$ cat src/design/ws2812_pkg.sv
/*
 * WS2812 driver shared definitions.
 * Widths, bit timing, the memory word layout and the stage-to-stage types.
 */

package ws2812_pkg;

    // **************************************************
    // sizes and bit timing (20 MHz clock).
    // **************************************************
    localparam int ADDR_W        = 6;
    localparam int RAM_DEPTH     = 1 << ADDR_W;
    localparam int GRB_W         = 24;
    localparam int LINK_LSB      = 24;
    localparam int LAST_BIT      = 31;

    localparam int PIXEL_CREDITS = 2;
    localparam int CREDIT_W      = 2;

    // one bit period is 1.25 us.
    localparam int BIT_CYCLES    = 25;
    localparam int T0H_CYCLES    = 8;
    localparam int T1H_CYCLES    = 16;

    // **************************************************
    // vector types.
    // **************************************************
    typedef logic [ADDR_W-1:0] ram_addr_t;
    typedef logic [GRB_W-1:0]  grb_t;
    // last flag, reserved, next address, colour.
    typedef logic [31:0]       ram_word_t;
    typedef logic [3:0]        byte_en_t;
    typedef logic [15:0]       reset_len_t;

    typedef struct packed {
        grb_t grb;
        logic last;
    } pixel_beat_t;

    typedef enum logic [1:0] {
        SYM_ZERO,
        SYM_ONE,
        SYM_RESET
    } symbol_kind_e;

    typedef struct packed {
        symbol_kind_e kind;
    } symbol_t;

    typedef enum logic [1:0] {
        RD_IDLE,
        RD_FETCH,
        RD_WAIT_CREDIT
    } reader_state_e;

    typedef enum logic [1:0] {
        ENC_IDLE,
        ENC_HIGH,
        ENC_LOW,
        ENC_RESET
    } encoder_state_e;

endpackage

$ cat src/design/pixel_ram.sv
/*
 * Pixel memory, 64 words of 32 bits.
 * Byte-lane writes from the host, one registered read port for the reader.
 */

`timescale 1ns/1ns

module pixel_ram
    import ws2812_pkg::*;
(
    input  logic       clk_in,
    input  logic       rst_n_in,
    input  logic       wr_en,
    input  ram_addr_t  wr_addr,
    input  logic [7:0] wr_data,
    input  byte_en_t   wr_byte_en,
    input  logic       rd_en,
    input  ram_addr_t  rd_addr,
    output ram_word_t  rd_word
);

    ram_word_t mem [RAM_DEPTH];

    // the data byte goes to every enabled lane.
    always_ff @(posedge clk_in) begin
        for (int i = 0; i < 4; i++) begin
            if (wr_en && wr_byte_en[i]) begin
                mem[wr_addr][i*8 +: 8] <= wr_data;
            end
        end
    end

    // read word holds until the next rd_en.
    always_ff @(posedge clk_in or negedge rst_n_in) begin
        if (!rst_n_in) begin
            rd_word <= '0;
        end else if (rd_en) begin
            rd_word <= mem[rd_addr];
        end
    end

endmodule

$ cat src/design/frame_reader.sv
/*
 * Frame reader.
 * Follows the linked pixel chain from entry 0 and hands pixels
 * to the serializer under credit control.
 */

`timescale 1ns/1ns

module frame_reader
    import ws2812_pkg::*;
(
    input  logic        clk_in,
    input  logic        rst_n_in,
    input  logic        start,
    output logic        rd_en,
    output ram_addr_t   rd_addr,
    input  ram_word_t   rd_word,
    output logic        pix_valid,
    output pixel_beat_t pix_beat,
    input  logic        pix_credit,
    output logic        busy
);

    reader_state_e       state;
    logic [CREDIT_W-1:0] credits;
    // rd_word carries fresh data this cycle.
    logic                data_ok;
    logic                send;

    // **************************************************
    // pixel hand-off.
    // **************************************************
    assign send = ((state == RD_FETCH && data_ok) || state == RD_WAIT_CREDIT)
                  && (credits != '0);

    assign pix_valid     = send;
    assign pix_beat.grb  = rd_word[GRB_W-1:0];
    assign pix_beat.last = rd_word[LAST_BIT];

    // stays busy until the serializer has given back every slot.
    assign busy = (state != RD_IDLE) || (credits != CREDIT_W'(PIXEL_CREDITS));

    // **************************************************
    // chain walk.
    // **************************************************
    always_ff @(posedge clk_in or negedge rst_n_in) begin
        if (!rst_n_in) begin
            state   <= RD_IDLE;
            rd_en   <= 1'b0;
            rd_addr <= '0;
            data_ok <= 1'b0;
            credits <= CREDIT_W'(PIXEL_CREDITS);
        end else begin
            rd_en   <= 1'b0;
            data_ok <= rd_en;
            credits <= credits - CREDIT_W'(send) + CREDIT_W'(pix_credit);

            case (state)
                RD_IDLE: begin
                    if (start) begin
                        state   <= RD_FETCH;
                        rd_en   <= 1'b1;
                        rd_addr <= '0;
                    end
                end
                RD_FETCH: begin
                    if (data_ok && !send) begin
                        state <= RD_WAIT_CREDIT;
                    end
                end
                RD_WAIT_CREDIT: begin
                    // waits here with the word held in the memory register.
                end
                default: begin
                    state <= RD_IDLE;
                end
            endcase

            // a sent pixel either ends the frame or fetches its successor.
            if (send) begin
                if (rd_word[LAST_BIT]) begin
                    state <= RD_IDLE;
                end else begin
                    state   <= RD_FETCH;
                    rd_en   <= 1'b1;
                    rd_addr <= rd_word[LINK_LSB +: ADDR_W];
                end
            end
        end
    end

    // the serializer never hands back more slots than it was given.
    assert property (@(posedge clk_in) disable iff (!rst_n_in)
        credits <= CREDIT_W'(PIXEL_CREDITS));

endmodule

$ cat src/design/bit_serializer.sv
/*
 * Bit serializer.
 * Two pixel slots, sent MSB first as bit symbols, with a reset
 * symbol after the last pixel of a frame.
 */

`timescale 1ns/1ns

module bit_serializer
    import ws2812_pkg::*;
(
    input  logic        clk_in,
    input  logic        rst_n_in,
    input  logic        pix_valid,
    input  pixel_beat_t pix_beat,
    output logic        pix_credit,
    output logic        sym_valid,
    output symbol_t     sym,
    input  logic        sym_credit
);

    pixel_beat_t              slot_q [PIXEL_CREDITS];
    logic [PIXEL_CREDITS-1:0] slot_full;
    logic                     wr_ptr;
    logic                     rd_ptr;
    logic [4:0]               bit_idx;
    logic                     sym_cred;
    logic                     reset_pend;
    logic                     send_bit;
    logic                     send_rst;
    pixel_beat_t              cur;

    assign cur      = slot_q[rd_ptr];
    // a pending reset goes out before the next frame's bits.
    assign send_rst = reset_pend & sym_cred;
    assign send_bit = ~reset_pend & slot_full[rd_ptr] & sym_cred;

    assign sym_valid = send_rst | send_bit;

    always_comb begin
        if (send_rst) begin
            sym.kind = SYM_RESET;
        end else if (cur.grb[bit_idx]) begin
            sym.kind = SYM_ONE;
        end else begin
            sym.kind = SYM_ZERO;
        end
    end

    always_ff @(posedge clk_in) begin
        if (pix_valid) begin
            slot_q[wr_ptr] <= pix_beat;
        end
    end

    always_ff @(posedge clk_in or negedge rst_n_in) begin
        if (!rst_n_in) begin
            slot_full  <= '0;
            wr_ptr     <= 1'b0;
            rd_ptr     <= 1'b0;
            bit_idx    <= 5'(GRB_W - 1);
            sym_cred   <= 1'b1;
            reset_pend <= 1'b0;
            pix_credit <= 1'b0;
        end else begin
            pix_credit <= 1'b0;
            sym_cred   <= (sym_cred & ~sym_valid) | sym_credit;

            if (pix_valid) begin
                slot_full[wr_ptr] <= 1'b1;
                wr_ptr            <= ~wr_ptr;
            end

            if (send_rst) begin
                reset_pend <= 1'b0;
            end

            if (send_bit) begin
                if (bit_idx == '0) begin
                    slot_full[rd_ptr] <= 1'b0;
                    rd_ptr            <= ~rd_ptr;
                    bit_idx           <= 5'(GRB_W - 1);
                    pix_credit        <= 1'b1;
                    reset_pend        <= cur.last;
                end else begin
                    bit_idx <= bit_idx - 5'd1;
                end
            end
        end
    end

    // the reader's credit count must keep a slot free for every beat.
    assert property (@(posedge clk_in) disable iff (!rst_n_in)
        pix_valid |-> !(&slot_full));

endmodule

$ cat src/design/pulse_encoder.sv
/*
 * Pulse encoder.
 * Turns bit and reset symbols into the one-wire line waveform.
 */

`timescale 1ns/1ns

module pulse_encoder
    import ws2812_pkg::*;
(
    input  logic       clk_in,
    input  logic       rst_n_in,
    input  logic       sym_valid,
    input  symbol_t    sym,
    output logic       sym_credit,
    input  reset_len_t reset_len,
    output logic       dout,
    output logic       busy
);

    encoder_state_e state;
    symbol_t        sym_q;
    logic           reg_full;
    reset_len_t     cnt;
    logic           cur_one;
    logic           sym_end;
    logic           take;

    // last cycle of the running symbol, or nothing running.
    assign sym_end = (state == ENC_IDLE)
                     || ((state == ENC_LOW || state == ENC_RESET) && cnt == '0);
    assign take    = sym_end & reg_full;

    assign dout = (state == ENC_HIGH);
    assign busy = (state != ENC_IDLE) || reg_full;

    always_ff @(posedge clk_in) begin
        if (sym_valid) begin
            sym_q <= sym;
        end
    end

    always_ff @(posedge clk_in or negedge rst_n_in) begin
        if (!rst_n_in) begin
            state      <= ENC_IDLE;
            reg_full   <= 1'b0;
            cnt        <= '0;
            cur_one    <= 1'b0;
            sym_credit <= 1'b0;
        end else begin
            sym_credit <= take;

            if (sym_valid) begin
                reg_full <= 1'b1;
            end else if (take) begin
                reg_full <= 1'b0;
            end

            case (state)
                ENC_HIGH: begin
                    if (cnt == '0) begin
                        state <= ENC_LOW;
                        cnt   <= cur_one ? reset_len_t'(BIT_CYCLES - T1H_CYCLES - 1)
                                         : reset_len_t'(BIT_CYCLES - T0H_CYCLES - 1);
                    end else begin
                        cnt <= cnt - 1'b1;
                    end
                end
                ENC_LOW, ENC_RESET: begin
                    if (cnt != '0) begin
                        cnt <= cnt - 1'b1;
                    end
                end
                default: begin
                end
            endcase

            // next symbol follows without a gap.
            if (take) begin
                if (sym_q.kind == SYM_RESET) begin
                    state <= ENC_RESET;
                    cnt   <= (reset_len == '0) ? '0 : reset_len - 1'b1;
                end else begin
                    state   <= ENC_HIGH;
                    cur_one <= (sym_q.kind == SYM_ONE);
                    cnt     <= (sym_q.kind == SYM_ONE) ? reset_len_t'(T1H_CYCLES - 1)
                                                       : reset_len_t'(T0H_CYCLES - 1);
                end
            end else if (sym_end) begin
                state <= ENC_IDLE;
            end
        end
    end

    // the serializer holds at most one symbol credit.
    assert property (@(posedge clk_in) disable iff (!rst_n_in)
        sym_valid |-> !reg_full);

endmodule

$ cat src/design/ws2812_top.sv
/*
 * WS2812 strip driver top level.
 * Pixel memory, frame reader, bit serializer and pulse encoder.
 */

`timescale 1ns/1ns

module ws2812_top
    import ws2812_pkg::*;
(
    input  logic       clk_in,
    input  logic       rst_n_in,
    input  logic       wr_en,
    input  ram_addr_t  wr_addr,
    input  logic [7:0] wr_data,
    input  byte_en_t   wr_byte_en,
    input  logic       start,
    input  reset_len_t reset_len,
    output logic       busy,
    output logic       dout
);

    logic        rd_en;
    ram_addr_t   rd_addr;
    ram_word_t   rd_word;
    logic        pix_valid;
    pixel_beat_t pix_beat;
    logic        pix_credit;
    logic        sym_valid;
    symbol_t     sym;
    logic        sym_credit;
    logic        rd_busy;
    logic        enc_busy;

    assign busy = rd_busy | enc_busy;

    pixel_ram u_ram (
        .clk_in, .rst_n_in, .wr_en, .wr_addr, .wr_data, .wr_byte_en,
        .rd_en, .rd_addr, .rd_word
    );

    // start is ignored until the previous frame has fully left the line.
    frame_reader u_reader (
        .clk_in, .rst_n_in, .start(start & ~busy), .rd_en, .rd_addr, .rd_word,
        .pix_valid, .pix_beat, .pix_credit, .busy(rd_busy)
    );

    bit_serializer u_serializer (
        .clk_in, .rst_n_in, .pix_valid, .pix_beat, .pix_credit,
        .sym_valid, .sym, .sym_credit
    );

    pulse_encoder u_encoder (
        .clk_in, .rst_n_in, .sym_valid, .sym, .sym_credit,
        .reset_len, .dout, .busy(enc_busy)
    );

endmodule

$ cat config.mk
export PLATFORM = sky130hd
export DESIGN_NAME = ws2812_top
export DESIGN_NICKNAME = d
export VERILOG_FILES = /design/src/design/ws2812_pkg.sv /design/src/design/pixel_ram.sv /design/src/design/frame_reader.sv /design/src/design/bit_serializer.sv /design/src/design/pulse_encoder.sv /design/src/design/ws2812_top.sv
export SDC_FILE = /design/constraint.sdc
export NUM_CORES = 2
export LEC_CHECK = 0
export BUFFER_PORTS_ARGS = -buffer_cell sky130_fd_sc_hd__buf_2
export CORE_MARGIN = 2
export CORE_UTILIZATION = 55
export CTS_CLUSTER_DIAMETER = 80
export DETAILED_ROUTE_END_ITERATION = 10
export PLACE_DENSITY_LB_ADDON = 0.12
export SYNTH_ARGS = -nofsm -noshare
export SYNTH_HDL_FRONTEND = slang
export SYNTH_HIERARCHICAL = 1
export SYNTH_SLANG_ARGS = --single-unit
$ cat constraint.sdc
create_clock -name clk_in -period 3.3 [get_ports clk_in]
set_input_delay 0.495 -clock clk_in [delete_from_list [all_inputs] [get_ports clk_in]]
set_output_delay 0.495 -clock clk_in [all_outputs]
set_load 0.005 [all_outputs]
**Word level (Yosys, flattened, before mapping)**

Memories as Yosys holds them, arrays and structs flattened. A register that Yosys moved wholly into a read port is not among the register bits.
Cells that the tools add are included.

- Bits in registers: 47
- Memories kept: 2
- Input bits: 38
- RAM bits: 2098
- Output and inout bits: 2

- Equality and inequality tests: 12
- Multiplexer cells: 56
- Magnitude comparators: 5
- Add/subtract/negate cells: 5
- Bitwise gates (word level): 18
- Reductions and logical operators: 36

Memories:

| memory | words | bits a word | rd ports | clocked after Yosys merged registers in | wr ports | line | text |
|---|---|---|---|---|---|---|---|
| u_ram.mem | 64 | 32 | 1 | 1 | 1 | pixel_ram.sv:22 | `ram_word_t mem [RAM_DEPTH];` |
| u_serializer.slot_q | 2 | 25 | 1 | 0 | 1 | bit_serializer.sv:22 | `pixel_beat_t slot_q [PIXEL_CREDITS];` |

Operator list:

| cell | number |
|---|---|
| $mux W16 | 5 |
| $logic_not A16 Y1 | 2 |
| $pmux W16 S2 | 1 |
| $sub A16 B1 Y16 const B | 2 |
| $mux W1 | 28 |
| $mux W6 | 4 |
| $mux W2 | 11 |
| $reduce_bool A16 Y1 | 1 |
| $logic_and A1 B1 Y1 | 10 |
| $mux W5 | 2 |
| $reduce_bool A3 Y1 | 3 |
| $eq A2 B2 Y1 const B | 4 |
| $reduce_and A2 Y1 | 4 |
| $reduce_bool A2 Y1 | 4 |
| $and A1 B1 Y1 | 6 |
| $eq A2 B1 Y1 const B | 3 |
| $lt A5 B6 Y1 const B | 1 |
| $ne A3 B1 Y1 const B | 2 |
| $not A1 Y1 | 6 |
| $pmux W2 S3 | 1 |
| $bmux W1 S5 | 1 |
| $logic_not A5 Y1 | 1 |
| $logic_or A1 B1 Y1 | 5 |
| $sub A5 B1 Y5 const B | 1 |
| other kinds (17) | 24 |

**Longest topological paths before layout**

- Word-level depth: 9
- Mapped depth: 9
- Depth with buffers taken out: 8

**Hierarchy**

The synthesis kept the hierarchy.

By module, submodules not included:

| module | area each (um2) | times used | cells each |
|---|---|---|---|
| pixel_ram | 80328.3 | 1 | 4139 |
| bit_serializer | 2509.9 | 1 | 135 |
| pulse_encoder | 1790.5 | 1 | 212 |
| frame_reader | 753.2 | 1 | 76 |
| ws2812_top | 13.8 | 1 | 2 |

**Least setup slack after synthesis**

No wires, ideal clock.

- Path kind: register -> register
- From: register u_reader.state[0]
- To: memory u_serializer/slot_q[0][0] (netlist name), enable pin
- Stages on the path, launching flop included: 5
- Library setup time: 0.411 ns
- Data arrival time: 2.230 ns
- Path slack: 0.659 ns
- Cell sequence: dfrtp_1 and2_4 or2_4 nor2_1 nor2b_1

- Word-level cells in the longest chain between the ends: 6

RTL lines:

| element | line | text |
|---|---|---|
| start: declaration | frame_reader.sv:24 | `reader_state_e state;` |
| start signal: assignment | frame_reader.sv:48 | `state <= RD_IDLE;` |
| start signal: assignment | frame_reader.sv:61 | `state <= RD_FETCH;` |
| start signal: assignment | frame_reader.sv:68 | `state <= RD_WAIT_CREDIT;` |
| $eq A2 B1 Y1 | frame_reader.sv:33 | `assign send = ((state == RD_FETCH && data_ok) \|\| state == RD_WAIT_CREDIT)` |
| $logic_and A1 B1 Y1 | frame_reader.sv:33 |  |
| $logic_or A1 B1 Y1 (*) | frame_reader.sv:33 |  |
| $logic_and A1 B1 Y1 (*) | frame_reader.sv:34 | `&& (credits != '0);` |
| named net pix_valid | ws2812_top.sv:26 | `logic pix_valid;` |
| $mux W1 (*) | bit_serializer.sv:51 | `if (pix_valid) begin` |
| $mux W1 (implied by the code) (*) | bit_serializer.sv:52 | `slot_q[wr_ptr] <= pix_beat;` |
| end: declaration | bit_serializer.sv:22 |  |

Mark *: on every way through the listed nets, which the timed path passes. The rest lies on a longest branch.

==> flow_metrics.env <==
export IMPL_r2r_end="u_ram/rd_word[14]"
export IMPL_grt_pass1_wl_mm=295.2
export IMPL_boundaryPins=40
export IMPL_p_leak_nw=29.58
export IMPL_min_from="reset_len[8]"
export IMPL_cp_max_fo=28
export IMPL_synth_cells=4453
export IMPL_final_util=0.6296
export IMPL_cp_arrival_ns=3.72
export IMPL_fin_setup_tns_ns=0
export IMPL_min_path_type="in2reg"
export IMPL_min_period_ns=3.016
export IMPL_cp_start_kind="register"
export IMPL_setup_viol=0
export IMPL_syn_area_mm2=0.08297
export IMPL_slew_viol_final=0
export IMPL_yosysWarnings=6
export IMPL_coreArea_mm2=0.1498
export IMPL_tightest_slew_ns=1.014
export IMPL_viasPerCell=6.214
export IMPL_drc=0
export IMPL_required_ns=4.01
export IMPL_placed_area_mm2=0.08771
export IMPL_reg2reg_depth=7
export IMPL_fp_dieW_um=392.4
export IMPL_finalInstanceArea_mm2=0.09430
export IMPL_status="completed"
export IMPL_vias=43320
export IMPL_dieArea_mm2=0.1540
export IMPL_wl_per_cell_um=29.18
export IMPL_numCtsBuffers=206
export IMPL_insertion_delay_ns=0.85
export IMPL_path_class="reg2reg"
export IMPL_slew_headroom=0.3221
export IMPL_start_util=0.5539
export IMPL_ir_drop_mv=0.4585
export IMPL_fin_nets=4825
export IMPL_die_height_um=392.4
export IMPL_dp_hpwl_mm=133.0
export IMPL_grt_pass1_vias=42810
export IMPL_avgSynthCellArea_um2=18.63
export IMPL_skew_ns=0.02817
export IMPL_r2r_start="u_reader/rd_addr[2]"
export IMPL_rows=142
export IMPL_track_usage=0.2675
export IMPL_gr_total_overflow=0
export IMPL_worst_hold_slack_ns=0.05106
export IMPL_tritoncts="built"
export IMPL_drt_initial_drc_count=4596
export IMPL_endpoint_kind="register"
export IMPL_powerDensity_mw_per_mm2=562.8
export IMPL_clk_pin_slew_worst_paths_ns=0.06
export IMPL_hold_viol=0
export IMPL_drv_cap=0
export IMPL_finalWirelength_mm=203.4
export IMPL_htreeDepth=4
export IMPL_cts_sinks=2112
export IMPL_cts_root_buf="clkbuf_16"
export IMPL_ant_nets=0
export IMPL_clock_path_buffers=3
export IMPL_antenna_found_initial=6
export IMPL_area_delta_synth_final_pct=13.66
export IMPL_hold_depth=3
export IMPL_min_to="u_encoder/cnt[8]"
export IMPL_post_cts_buffers=0
export IMPL_fmaxAchievable_ghz=0.3315
export IMPL_period_share=0.9140
export IMPL_place_gp_congestion=0.8834
export IMPL_syn_nets=4496
export IMPL_r2r_setup_slack_ns=0.28
export IMPL_grt_max_degree=111
export IMPL_post_cts_resized=0
export IMPL_drtPass1Iterations=6
export IMPL_drive_above_1_share=0.2072
export IMPL_rsz0062_at_grt="no"
export IMPL_io_buffer_count=39
[through the flow]
stage	setup WS [ns]	cells	total power [mW]
CTS	0.3374	6967	53.44
floorplan	0.6588	4453	30.20
global placement	0.4337	6586	30.86
global route	0.2626	6968	54.55
finish	0.2837	6971	53.08
detailed placement	0.3960	6586	30.89
[what timing repair did]
| action | 4_1_cts | 5_1_grt |
|---|---|---|
| endpoints found under the setup margin | 0 | 0 |
| endpoints found under the hold margin | 39 | 0 |
| hold buffers | 4 | 0 |
[metal layers]
| layer | share of wire | up-vias | global-route usage | wire length (um) |
|---|---|---|---|---|
| met1 | 0.41 | 22700 | 0.3772 | 84120 |
| met4 | 0.031 | 0 | 0.08895 | 6354 |
| met3 | 0.066 | 298 | 0.04092 | 13420 |
| met5 | 0 | - | 0 | 0 |
| li1 | - | 18660 | - | - |
| met2 | 0.49 | 1655 | 0.4323 | 99530 |
[worst max-delay path, stage by stage (launching register included)]
cell and delay (ns):
dfrtp_4 0.63, buf_12 0.25, buf_12 0.25, mux2i_1 0.23, nor2_1 0.05, o21ai_0 0.57
nand4_1 0.41, a221o_1 0.46
[power breakdown]
group / internal [mW] / leakage, nW / switching (mW)
Combinational: 0.154 / 7.08 / 0.680
Clock: 13.0 / 3.21 / 9.78
Sequential: 29.5 / 19.3 / 0.0221
Total: 42.6 / 29.6 / 10.5
[cell type report]
class | instances | area, um^2
well taps | 2016 | 2522
multi-input cells | 2023 | 18410
clock buffers | 259 | 5518
inverters | 27 | 101.3
diodes | 4 | 10.01
clock inverters | 118 | 1025
flip-flops and latches | 2112 | 63060
repair buffers | 412 | 3660
fillers | 10610 | 55480
[state kept, by name, summed over array words and instances, names as in the netlist, 2 cells and up]
register,count
u_ram/rd_word,31
u_encoder/state,2
u_serializer/bit_idx,5
u_reader/rd_addr,6
u_encoder/sym_q,2
u_encoder/cnt,16
u_ram/mem,1984
u_reader/state,2
u_serializer/slot_full,2
u_serializer/slot_q,50
u_reader/credits,2
[placed cells by master (no fill, tap or decap), drive strengths merged, types with 9 or more instances in the layout]
cell    instances
nor3b          11
mux4          289
xnor2          16
a21oi          37
buf           408
bufinv         15
o21ai         108
nand4          34
a22oi         186
or3             9
nor2b           9
a221oi         31
edfxtp       2036
nor2          318
a221o          34
inv            33
o22ai          97
mux2i         451
clkinv         95
nand2b         37
dfrtp          70
clkbuf        259
nand2         161
nor3           50
nand3          43
[worst max path at each step]
stage,startpoint,to,slack (ns),cells after the start
after floorplan,u_reader/state[0],u_serializer/slot_q[0][0],0.66,4
after global placement,u_reader/rd_addr[2],u_ram/rd_word[14],0.43,7
after detailed placement,u_reader/rd_addr[2],u_ram/rd_word[14],0.40,7
after CTS,u_reader/rd_addr[0],u_ram/rd_word[31],0.34,5
after global routing,u_reader/rd_addr[0],u_ram/rd_word[18],0.26,6
final,u_reader/rd_addr[2],u_ram/rd_word[14],0.28,7
Power figures use the tool's default switching activity.
